$ cat config.mk
export PLATFORM = sky130hd
export DESIGN_NAME = btb_target_top
export DESIGN_NICKNAME = d
export VERILOG_FILES = /design/src/hw/btb_pkg.sv /design/src/hw/upct_if.sv /design/src/hw/btb_array.sv /design/src/hw/btb_target_top.sv /design/src/hw/pe_lsb.sv /design/src/hw/upct.sv
export VERILOG_INCLUDE_DIRS = /design/src /design/src/hw
export SDC_FILE = /design/constraint.sdc
export NUM_CORES = 1
export LEC_CHECK = 0
export BUFFER_PORTS_ARGS = -buffer_cell sky130_fd_sc_hd__buf_2
export CORE_MARGIN = 4
export CORE_UTILIZATION = 49
export DETAILED_ROUTE_END_ITERATION = 8
export PLACE_DENSITY = 0.77
export SKIP_LAST_GASP = 1
export SLEW_MARGIN = 20
export SYNTH_ARGS = -nofsm -noshare
export SYNTH_HDL_FRONTEND = slang
export SYNTH_SLANG_ARGS = --single-unit
$ cat constraint.sdc
create_clock -name CLK -period 2.7 [get_ports CLK]
set_clock_uncertainty 0.05 [all_clocks]
set_input_delay 0.405 -clock CLK [delete_from_list [all_inputs] [get_ports CLK]]
set_output_delay 0.405 -clock CLK [all_outputs]
set_load 0.02 [all_outputs]
$ cat src/hw/btb_cfg.svh
// Size settings for the BTB target path and its upper PC table.
// Included by the package and by any RTL file that needs the raw sizes.

`ifndef BTB_CFG_SVH
`define BTB_CFG_SVH

// upper PC table
`define UPCT_ENTRIES 8
`define LOG_UPCT_ENTRIES 3

// PC split between upper region and stored low bits
`define UPPER_PC_WIDTH 22
`define LOWER_PC_WIDTH 10

// direct-mapped BTB, index from fetch PC bits 5..2
`define BTB_ENTRIES 16
`define LOG_BTB_ENTRIES 4

// tag from fetch PC bits 13..6
`define BTB_TAG_WIDTH 8

`endif

$ cat src/hw/btb_pkg.sv
// Types shared by the BTB target path: PC parts, BTB entry layout and
// the update opcodes. Imported by wildcard in the module headers.

`default_nettype none

`include "btb_cfg.svh"

package btb_pkg;

    // ----------------------------------------
    // index and PC pieces

    typedef logic [`LOG_UPCT_ENTRIES-1:0] upct_index_t;
    typedef logic [`UPPER_PC_WIDTH-1:0]   upper_pc_t;
    typedef logic [`LOWER_PC_WIDTH-1:0]   lower_pc_t;
    typedef logic [`BTB_TAG_WIDTH-1:0]    btb_tag_t;

    // ----------------------------------------
    // BTB entry, 22 bits

    typedef struct packed {
        logic        valid;
        btb_tag_t    tag;
        // low target bits, upper bits come from the UPCT
        lower_pc_t   lower_pc;
        upct_index_t upct_index;
    } btb_entry_t;

    // ----------------------------------------
    // update opcodes from branch resolution

    typedef enum logic [1:0] {
        BTB_OP_NONE       = 2'b00,
        BTB_OP_WRITE      = 2'b01,
        BTB_OP_INVALIDATE = 2'b10
    } btb_op_e;

endpackage

`default_nettype wire

$ cat src/hw/upct_if.sv
// Signals between the BTB array and the upper PC table.
// The table side reads lookups and updates, the client side drives them.

`default_nettype none

interface upct_if import btb_pkg::*; ();

    // RESP stage, hit touches the PLRU
    logic        valid_resp;
    upct_index_t index_resp;
    upper_pc_t   upper_pc_resp;

    // update 0, full 32-bit target
    logic        update0_valid;
    logic [31:0] update0_start_pc;

    // update 1, one cycle after update0_valid
    upct_index_t update1_index;

    modport tbl (
        input  valid_resp,
        input  index_resp,
        output upper_pc_resp,
        input  update0_valid,
        input  update0_start_pc,
        output update1_index
    );

    modport client (
        output valid_resp,
        output index_resp,
        input  upper_pc_resp,
        output update0_valid,
        output update0_start_pc,
        input  update1_index
    );

endinterface

`default_nettype wire

$ cat src/hw/btb_array.sv
// Direct-mapped BTB storage for branch targets.
// Lookups run REQ then RESP; writes get their UPCT index one cycle after
// the target is sent to the table.

`default_nettype none

`include "btb_cfg.svh"

module btb_array import btb_pkg::*; (
    input  logic        CLK,
    input  logic        nRST,

    // lookup
    input  logic        req_valid,
    input  logic [31:0] req_fetch_pc,
    output logic        resp_valid,
    output logic        resp_hit,
    output logic [31:0] resp_target_pc,

    // update from branch resolution
    input  btb_op_e     update_op,
    input  logic [31:0] update_fetch_pc,
    input  logic [31:0] update_target_pc,

    upct_if.client      upct
);

    // ----------------------------------------
    // signals

    btb_entry_t btb_mem [`BTB_ENTRIES];

    // REQ stage
    logic [`LOG_BTB_ENTRIES-1:0] req_index;
    btb_tag_t                    req_tag;

    // RESP stage
    logic                        resp_valid_q;
    btb_entry_t                  resp_entry;
    btb_tag_t                    resp_tag;

    // update pipeline
    btb_op_e                     update1_op;
    logic [`LOG_BTB_ENTRIES-1:0] update1_btb_index;
    btb_tag_t                    update1_tag;
    lower_pc_t                   update1_lower_pc;

    // ----------------------------------------
    // REQ stage

    // skip the two byte-offset bits
    assign req_index = req_fetch_pc[`LOG_BTB_ENTRIES+1:2];
    assign req_tag   = req_fetch_pc[`BTB_TAG_WIDTH+`LOG_BTB_ENTRIES+1:`LOG_BTB_ENTRIES+2];

    always_ff @(posedge CLK, negedge nRST) begin
        if (!nRST) begin
            resp_valid_q <= 1'b0;
        end else begin
            resp_valid_q <= req_valid;
        end
    end

    always_ff @(posedge CLK) begin
        resp_entry <= btb_mem[req_index];
        resp_tag   <= req_tag;
    end

    // ----------------------------------------
    // RESP stage

    assign resp_valid = resp_valid_q;
    assign resp_hit   = resp_valid_q && resp_entry.valid && (resp_entry.tag == resp_tag);

    // a hit touches the UPCT PLRU
    assign upct.valid_resp = resp_hit;
    assign upct.index_resp = resp_entry.upct_index;

    // upper region from the table joined with stored low bits
    assign resp_target_pc = {upct.upper_pc_resp, resp_entry.lower_pc};

    // ----------------------------------------
    // update 0, send target region to the table

    assign upct.update0_valid    = (update_op == BTB_OP_WRITE);
    assign upct.update0_start_pc = update_target_pc;

    always_ff @(posedge CLK, negedge nRST) begin
        if (!nRST) begin
            update1_op <= BTB_OP_NONE;
        end else begin
            update1_op <= update_op;
        end
    end

    always_ff @(posedge CLK) begin
        update1_btb_index <= update_fetch_pc[`LOG_BTB_ENTRIES+1:2];
        update1_tag       <= update_fetch_pc[`BTB_TAG_WIDTH+`LOG_BTB_ENTRIES+1:
                                             `LOG_BTB_ENTRIES+2];
        update1_lower_pc  <= update_target_pc[`LOWER_PC_WIDTH-1:0];
    end

    // ----------------------------------------
    // update 1, entry write with the table's index

    always_ff @(posedge CLK, negedge nRST) begin
        if (!nRST) begin
            for (int i = 0; i < `BTB_ENTRIES; i++) begin
                btb_mem[i] <= '0;
            end
        end else if (update1_op == BTB_OP_WRITE) begin
            btb_mem[update1_btb_index] <= '{
                valid:      1'b1,
                tag:        update1_tag,
                lower_pc:   update1_lower_pc,
                upct_index: upct.update1_index
            };
        end else if (update1_op == BTB_OP_INVALIDATE) begin
            // UPCT is left alone
            btb_mem[update1_btb_index].valid <= 1'b0;
        end
    end

    // ----------------------------------------
    // checks

    a_update_op_known: assert property (@(posedge CLK) disable iff (!nRST)
        !$isunknown(update_op))
        else $error("btb_array: update_op unknown out of reset");

endmodule

`default_nettype wire

$ cat src/hw/btb_target_top.sv
// Top of the BTB target path: the entry array and the shared upper PC
// table joined through upct_if. Lookups answer one cycle after REQ,
// writes land at the end of the cycle after they are presented.

`default_nettype none

module btb_target_top import btb_pkg::*; (
    input  logic        CLK,
    input  logic        nRST,

    // fetch lookup
    input  logic        req_valid,
    input  logic [31:0] req_fetch_pc,
    output logic        resp_valid,
    output logic        resp_hit,
    output logic [31:0] resp_target_pc,

    // branch resolution update
    input  btb_op_e     update_op,
    input  logic [31:0] update_fetch_pc,
    input  logic [31:0] update_target_pc
);

    // ----------------------------------------
    // array to table link

    upct_if u_upct_if ();

    btb_array u_btb_array (
        .CLK             (CLK),
        .nRST            (nRST),
        .req_valid       (req_valid),
        .req_fetch_pc    (req_fetch_pc),
        .resp_valid      (resp_valid),
        .resp_hit        (resp_hit),
        .resp_target_pc  (resp_target_pc),
        .update_op       (update_op),
        .update_fetch_pc (update_fetch_pc),
        .update_target_pc(update_target_pc),
        .upct            (u_upct_if.client)
    );

    // shared upper regions
    upct u_upct (
        .CLK (CLK),
        .nRST(nRST),
        .tbl (u_upct_if.tbl)
    );

endmodule

`default_nettype wire

$ cat src/hw/pe_lsb.sv
// Priority encoder giving the position of the lowest set request bit.
// Returns 0 when no bit is set, so callers check the OR of req_vec.

`default_nettype none

module pe_lsb #(
    parameter int WIDTH = 8
) (
    input  logic [WIDTH-1:0]         req_vec,
    output logic [$clog2(WIDTH)-1:0] ack_index
);

    // scan from the top so the lowest set bit wins
    always_comb begin
        ack_index = '0;
        for (int i = WIDTH - 1; i >= 0; i--) begin
            if (req_vec[i]) begin
                ack_index = $clog2(WIDTH)'(i);
            end
        end
    end

    // ----------------------------------------
    // checks

    // encoded index must point at a requesting bit
    a_ack_is_set: assert final (!(|req_vec) || req_vec[ack_index])
        else $error("pe_lsb: ack_index %0d not set in req_vec %b", ack_index, req_vec);

endmodule

`default_nettype wire

$ cat src/hw/upct.sv
// Upper PC table: 8 shared upper target regions with tree-PLRU replacement.
// RESP reads are combinational; updates search in stage 0 and resolve to
// a matching index or a freshly filled victim in stage 1.

`default_nettype none

`include "btb_cfg.svh"

module upct import btb_pkg::*; (
    input logic CLK,
    input logic nRST,

    upct_if.tbl tbl
);

    // ----------------------------------------
    // state

    upper_pc_t upct_array [`UPCT_ENTRIES];

    // tree PLRU, root picks bit 2, mid bit 1, leaf bit 0
    logic       plru_root, next_plru_root;
    logic [1:0] plru_mid, next_plru_mid;
    logic [3:0] plru_leaf, next_plru_leaf;

    // update 0
    upper_pc_t                 update0_upper_pc;
    logic [`UPCT_ENTRIES-1:0]  update0_match_vec;

    // update 1
    logic                      update1_valid;
    upper_pc_t                 update1_upper_pc;
    logic [`UPCT_ENTRIES-1:0]  update1_match_vec;
    logic                      update1_have_match;
    upct_index_t               match_index;
    upct_index_t               victim_index;
    upct_index_t               update1_index;

    // PLRU touch selection
    logic                      touch_en;
    upct_index_t               touch_index;

    // ----------------------------------------
    // update 0 CAM search

    assign update0_upper_pc = tbl.update0_start_pc[31 -: `UPPER_PC_WIDTH];

    // unwritten entries hold region 0 after reset
    always_comb begin
        for (int i = 0; i < `UPCT_ENTRIES; i++) begin
            update0_match_vec[i] = (upct_array[i] == update0_upper_pc);
        end
    end

    // ----------------------------------------
    // update 1 and RESP

    assign tbl.upper_pc_resp = upct_array[tbl.index_resp];

    assign update1_have_match = |update1_match_vec;

    pe_lsb #(
        .WIDTH(`UPCT_ENTRIES)
    ) u_match_pe (
        .req_vec  (update1_match_vec),
        .ack_index(match_index)
    );

    // follow the tree from the root down
    assign victim_index = {plru_root, plru_mid[plru_root],
                           plru_leaf[{plru_root, plru_mid[plru_root]}]};

    // priority: update 1 hit, update 1 miss, RESP touch
    always_comb begin
        update1_index = victim_index;
        touch_en      = 1'b0;
        touch_index   = victim_index;

        if (update1_valid && update1_have_match) begin
            update1_index = match_index;
            touch_en      = 1'b1;
            touch_index   = match_index;
        end else if (update1_valid) begin
            touch_en      = 1'b1;
        end else if (tbl.valid_resp) begin
            touch_en      = 1'b1;
            touch_index   = tbl.index_resp;
        end
    end

    assign tbl.update1_index = update1_index;

    // point every bit on the touched path away from it
    always_comb begin
        next_plru_root = plru_root;
        next_plru_mid  = plru_mid;
        next_plru_leaf = plru_leaf;

        if (touch_en) begin
            next_plru_root                   = ~touch_index[2];
            next_plru_mid[touch_index[2]]    = ~touch_index[1];
            next_plru_leaf[touch_index[2:1]] = ~touch_index[0];
        end
    end

    // ----------------------------------------
    // registers

    always_ff @(posedge CLK, negedge nRST) begin
        if (!nRST) begin
            for (int i = 0; i < `UPCT_ENTRIES; i++) begin
                upct_array[i] <= '0;
            end
            plru_root     <= 1'b0;
            plru_mid      <= '0;
            plru_leaf     <= '0;
            update1_valid <= 1'b0;
        end else begin
            // fill the victim on an update 1 miss
            if (update1_valid && !update1_have_match) begin
                upct_array[victim_index] <= update1_upper_pc;
            end
            plru_root     <= next_plru_root;
            plru_mid      <= next_plru_mid;
            plru_leaf     <= next_plru_leaf;
            update1_valid <= tbl.update0_valid;
        end
    end

    always_ff @(posedge CLK) begin
        update1_upper_pc  <= update0_upper_pc;
        update1_match_vec <= update0_match_vec;
    end

    // ----------------------------------------
    // checks

    // regions stay unique while writes to one region are spaced out
    a_match_onehot: assert property (@(posedge CLK) disable iff (!nRST)
        update1_valid |-> $onehot0(update1_match_vec))
        else $error("upct: region found in more than one entry %b", update1_match_vec);

    // the BTB stores this index on the same edge
    a_index_known: assert property (@(posedge CLK) disable iff (!nRST)
        update1_valid |-> !$isunknown(tbl.update1_index))
        else $error("upct: update1_index unknown during update 1");

endmodule

`default_nettype wire

==> impl_results.md <==
* Horiz. Die Dim at 248 um
* Minimum clock period at 2680 ps
* Worst slew margin at 51.8%
* Top-Level Pins at 135
* Wire length of the first global-routing pass at 113 mm
* Unrepaired setup endpoints after global routing: true
* Leakage power at 14.9 nW
* Port Buffers at 94
* Total power density per cell area at 947 nW/um^2
* CP Max Fanout at 11
* Register clock-pin slew on the reported worst setup and hold paths at 60 ps
* DRT Wirelength at 72.4 mm
* CTS tree: yes
* F_max at 0.373 GHz
* DRC violations left at 0
* Total clock buffers created by CTS at 66
* Worst setup SP type: flip-flop
* Number of flops mapped to enable cells by yosys at 0
* Num rows at 87
* Placer Congestion at 0.939
* ANT cells at 0
* Min-delay worst type: in -> reg
* Final net count at 2,270
* Status: completed
* Category of the worst setup path capture point: output pin
* Synthesis-to-finish area growth at 16.1%
* Worst hold start: update_target_pc[26]
* Half-perimeter wire length after detailed placement at 46.0 mm
* Deepest clock path buffer count at 3
* WP data arrival at 2230 ps
* Slowest Stage Delay on Critical Path at 500 ps
* Setup violations, final at 0
* Cell type with the highest aggregate area in the netlist: dfrtp_1
* Vias in the first global route at 18,800
* Share of flip-flops with an asynchronous set or reset at 86.8%
* Worst r2r src: u_upct.update1_match_vec[0]
* Count of yosys warnings during synthesis at 0
* Total via count after detailed routing at 17,500
* Fraction of the mapped netlist area in compound gates at 1.18%
* First-iteration detailed-routing DRC count at 1,391
* Sequential cell area fraction in the yosys report at 53.8%
* Number of routed nets with antenna violations at 0
* Source of the critical timing path: u_btb_array.upct.index_resp[0]
* Mean instance size in the synthesized netlist at 13.9 sq um
* Fin. max-slew vios at 0
* Synth top area share at 48.0%
* Most prevalent standard cell on the critical path: nand2_1
* Number of antenna violations at the first check in global routing at 0
* Initial core utilization at 49.7%
* Cells traversed along the worst timing path: buf_12 > mux4_2 > nand2_1 > nand2_1 > buf_2
* Required time at the worst-slack endpoint at 2250 ps
* Combinational family with the most area after synthesis: multiplexers
* Count of mapped cells out of synthesis at 2,025
* Final-report hold violation count at 0
* Share of cell area taken by muxes after synthesis at 30.0%
* Number of flip-flops and latches in the synthesized netlist at 621
* Final cycle utilization of the critical path at 99.3%
* Adder and majority cell fraction of the synthesized area at 0.0890%
* Core outline area at 56,600 sq um
* Biggest area contributors in the synthesized netlist: dfrtp_1, mux2_2, mux4_2
* Post-synthesis instance area at 28,100 sq um
* Vertical die dimension at 248 um
* CTS Sinks at 621
* Slew at the pin closest to its max-slew limit at 722 ps
* FF/Latch Area at 15,100 sq um
* Flip-flop cell with the highest count after synthesis: dfrtp_1
* Critical path type: reg -> out
* Synthesized-area fraction occupied by xor and xnor cells at 5.73%
* Fraction of final layout cells with drive strength greater than 1 at 39.4%
* Aggregate negative setup slack at 0 ps
* Maximum number of pins on one net before global-route repair at 74
* Count of cell types in the netlist at 52
* Synthesized net count at 2,128
* Filler cell count in the final layout at 4,372
* Non-filler cells in the finished layout at 2,976
* Number of vias per cell at 5.89
* Post-placement cell count at 2,803
* Slowest cell on crit path: mux4_2
* Simple-gate share of the synthesized area at 6.57%
* Master cell of the clock root buffer: clkbuf_16
* Final routed wire length divided by cell count at 24.3 um
* Htree depth at 3
* Total gr overflow at 0
* Overall routing resource usage at 24.0%
* Later-pin clock latency in the skew report at 620 ps
* Area of combinational cells with multiple inputs at 12,300 sq um
* Max_cap viols at 0
* Maximum ir drop on the vdd rail at 0.557 mV
* Drt first pass iters at 5
* Die Outline Area at 61,300 sq um
==> what timing repair did <==
item                                   in CTS  in global routing
hold buffers                               48                  0
buffers inserted                            3                  0
gates resized for setup                     0                  4
endpoints found under the hold margin     101                  0
cloned                                      0                  1
setup endpoints to repair                  16                 31
==> Yosys cell counts, types with 4 or more instances <==
master    count
dfrtp_1     539
mux2_2      414
nand2_1     285
mux4_2      154
xor2_1      152
clkbuf_1    101
dfxtp_1      82
nor4_1       42
xnor2_1      32
nor2_1       28
mux2_1       22
o21ai_0      19
nand4_1      17
buf_1        15
buf_2        14
a21oi_1      12
buf_4        12
buf_6         9
a21o_1        8
inv_1         8
nand3_1       8
nand2b_1      4
nor2b_1       4
o32ai_1       4
==> report_power, final <==
part	total, mW	internal, mW	switching, mW
Sequential	13.6	11.6	1.99
Combinational	8.07	4.26	3.81
Clock	9.25	5.42	3.83
==> worst max-delay path: cells and delay by family (launching register included) <==
family | cells | cell delay [ps]
DFF | 1 | 490
and+or+nand+nor | 2 | 210
muxes | 1 | 500
buffers and inverters | 2 | 390
==> stage by stage <==
step                hold slack (ps)  area (sq um)  power (mW)  setup slack [ps]  util [%]
detailed placement              357         29900        21.6              58.2      52.8
CTS                          0.0751         32600        31.0             -7.93      57.6
floorplan                      59.4         28100        18.7               283         -
finish                         26.6         32600        30.9              19.3      57.7
global placement                360         29900        21.1               130      52.8
global route                   15.2         32600        32.3             -32.3      57.7
==> layer usage <==
layer / share of wire (%) / GRT usage, %
met3: 5.9 / 4.22
met5: 0 / 0
met2: 50 / 40.5
met4: 4.2 / 9.77
met1: 40 / 31.0
==> registers in the layout (all words and copies together) (netlist names), 2 cells and up <==
signal / count
u_btb_array.btb_mem: 352
u_btb_array.resp_entry: 9
u_btb_array.resp_tag: 8
u_btb_array.resp_target_pc: 10
u_btb_array.upct.index_resp: 3
u_btb_array.update1_btb_index: 4
u_btb_array.update1_lower_pc: 10
u_btb_array.update1_op: 2
u_btb_array.update1_tag: 8
u_upct.plru_leaf: 4
u_upct.plru_mid: 2
u_upct.upct_array: 176
u_upct.update1_match_vec: 8
u_upct.update1_upper_pc: 22
==> layout by cell type (no fill, tap or decap), drive strengths merged, types with 4 or more instances in the layout <==
| cell type | synthesis | layout |
|---|---|---|
| mux2 | 438 | 438 |
| a21o | 8 | 8 |
| nor2 | 28 | 28 |
| dfxtp | 82 | 82 |
| dlygate4sd3 | 0 | 48 |
| clkinv | 1 | 15 |
| clkbuf | 101 | 96 |
| xor2 | 152 | 152 |
| o32ai | 4 | 4 |
| xnor2 | 32 | 32 |
| nand2 | 286 | 286 |
| nor4 | 43 | 43 |
| a21oi | 12 | 12 |
| mux4 | 154 | 154 |
| nand2b | 4 | 4 |
| nand4 | 17 | 17 |
| dfrtp | 539 | 539 |
| bufinv | 0 | 5 |
| buf | 50 | 176 |
| nand3 | 8 | 8 |
| nor2b | 4 | 4 |
| o21ai | 19 | 19 |
| inv | 8 | 13 |
==> path summary, 6_finish.rpt <==
kind | to | cells after the start | slack, ps
worst max-delay path | resp_target_pc[31] | 5 | 20
worst min-delay path | u_upct.update1_upper_pc[16] | 1 | 30
worst max register to register | u_upct.upct_array[139] | 6 | 120
worst min register to register | u_btb_array.btb_mem[131] | 1 | 420
max in group asynchronous | u_btb_array.update1_op[1] | 3 | 1400
min in group asynchronous | u_upct.upct_array[81] | 2 | 310
==> cell type report <==
class	instances	share of cell area [%]
repair buffers	225	6.11
inverters	9	0.104
flip-flops and latches	621	46.4
well taps	756	2.90
multi-input cells	1244	37.7
clock inverters	26	1.03
clock buffers	95	5.79
==> kinds of logic (layout without fill, tap and decap cells) <==
| logic type | Yosys count | count (layout) |
|---|---|---|
| adders and majority gates | 2 | 2 |
| xor gates and xnor gates | 184 | 184 |
| DFF | 621 | 621 |
| AOI/OAI and AO/OA | 53 | 53 |
| buffers and inverters | 160 | 355 |
| muxes | 595 | 595 |
| and+or+nand+nor | 410 | 410 |
(Power assumes the default switching activity.)
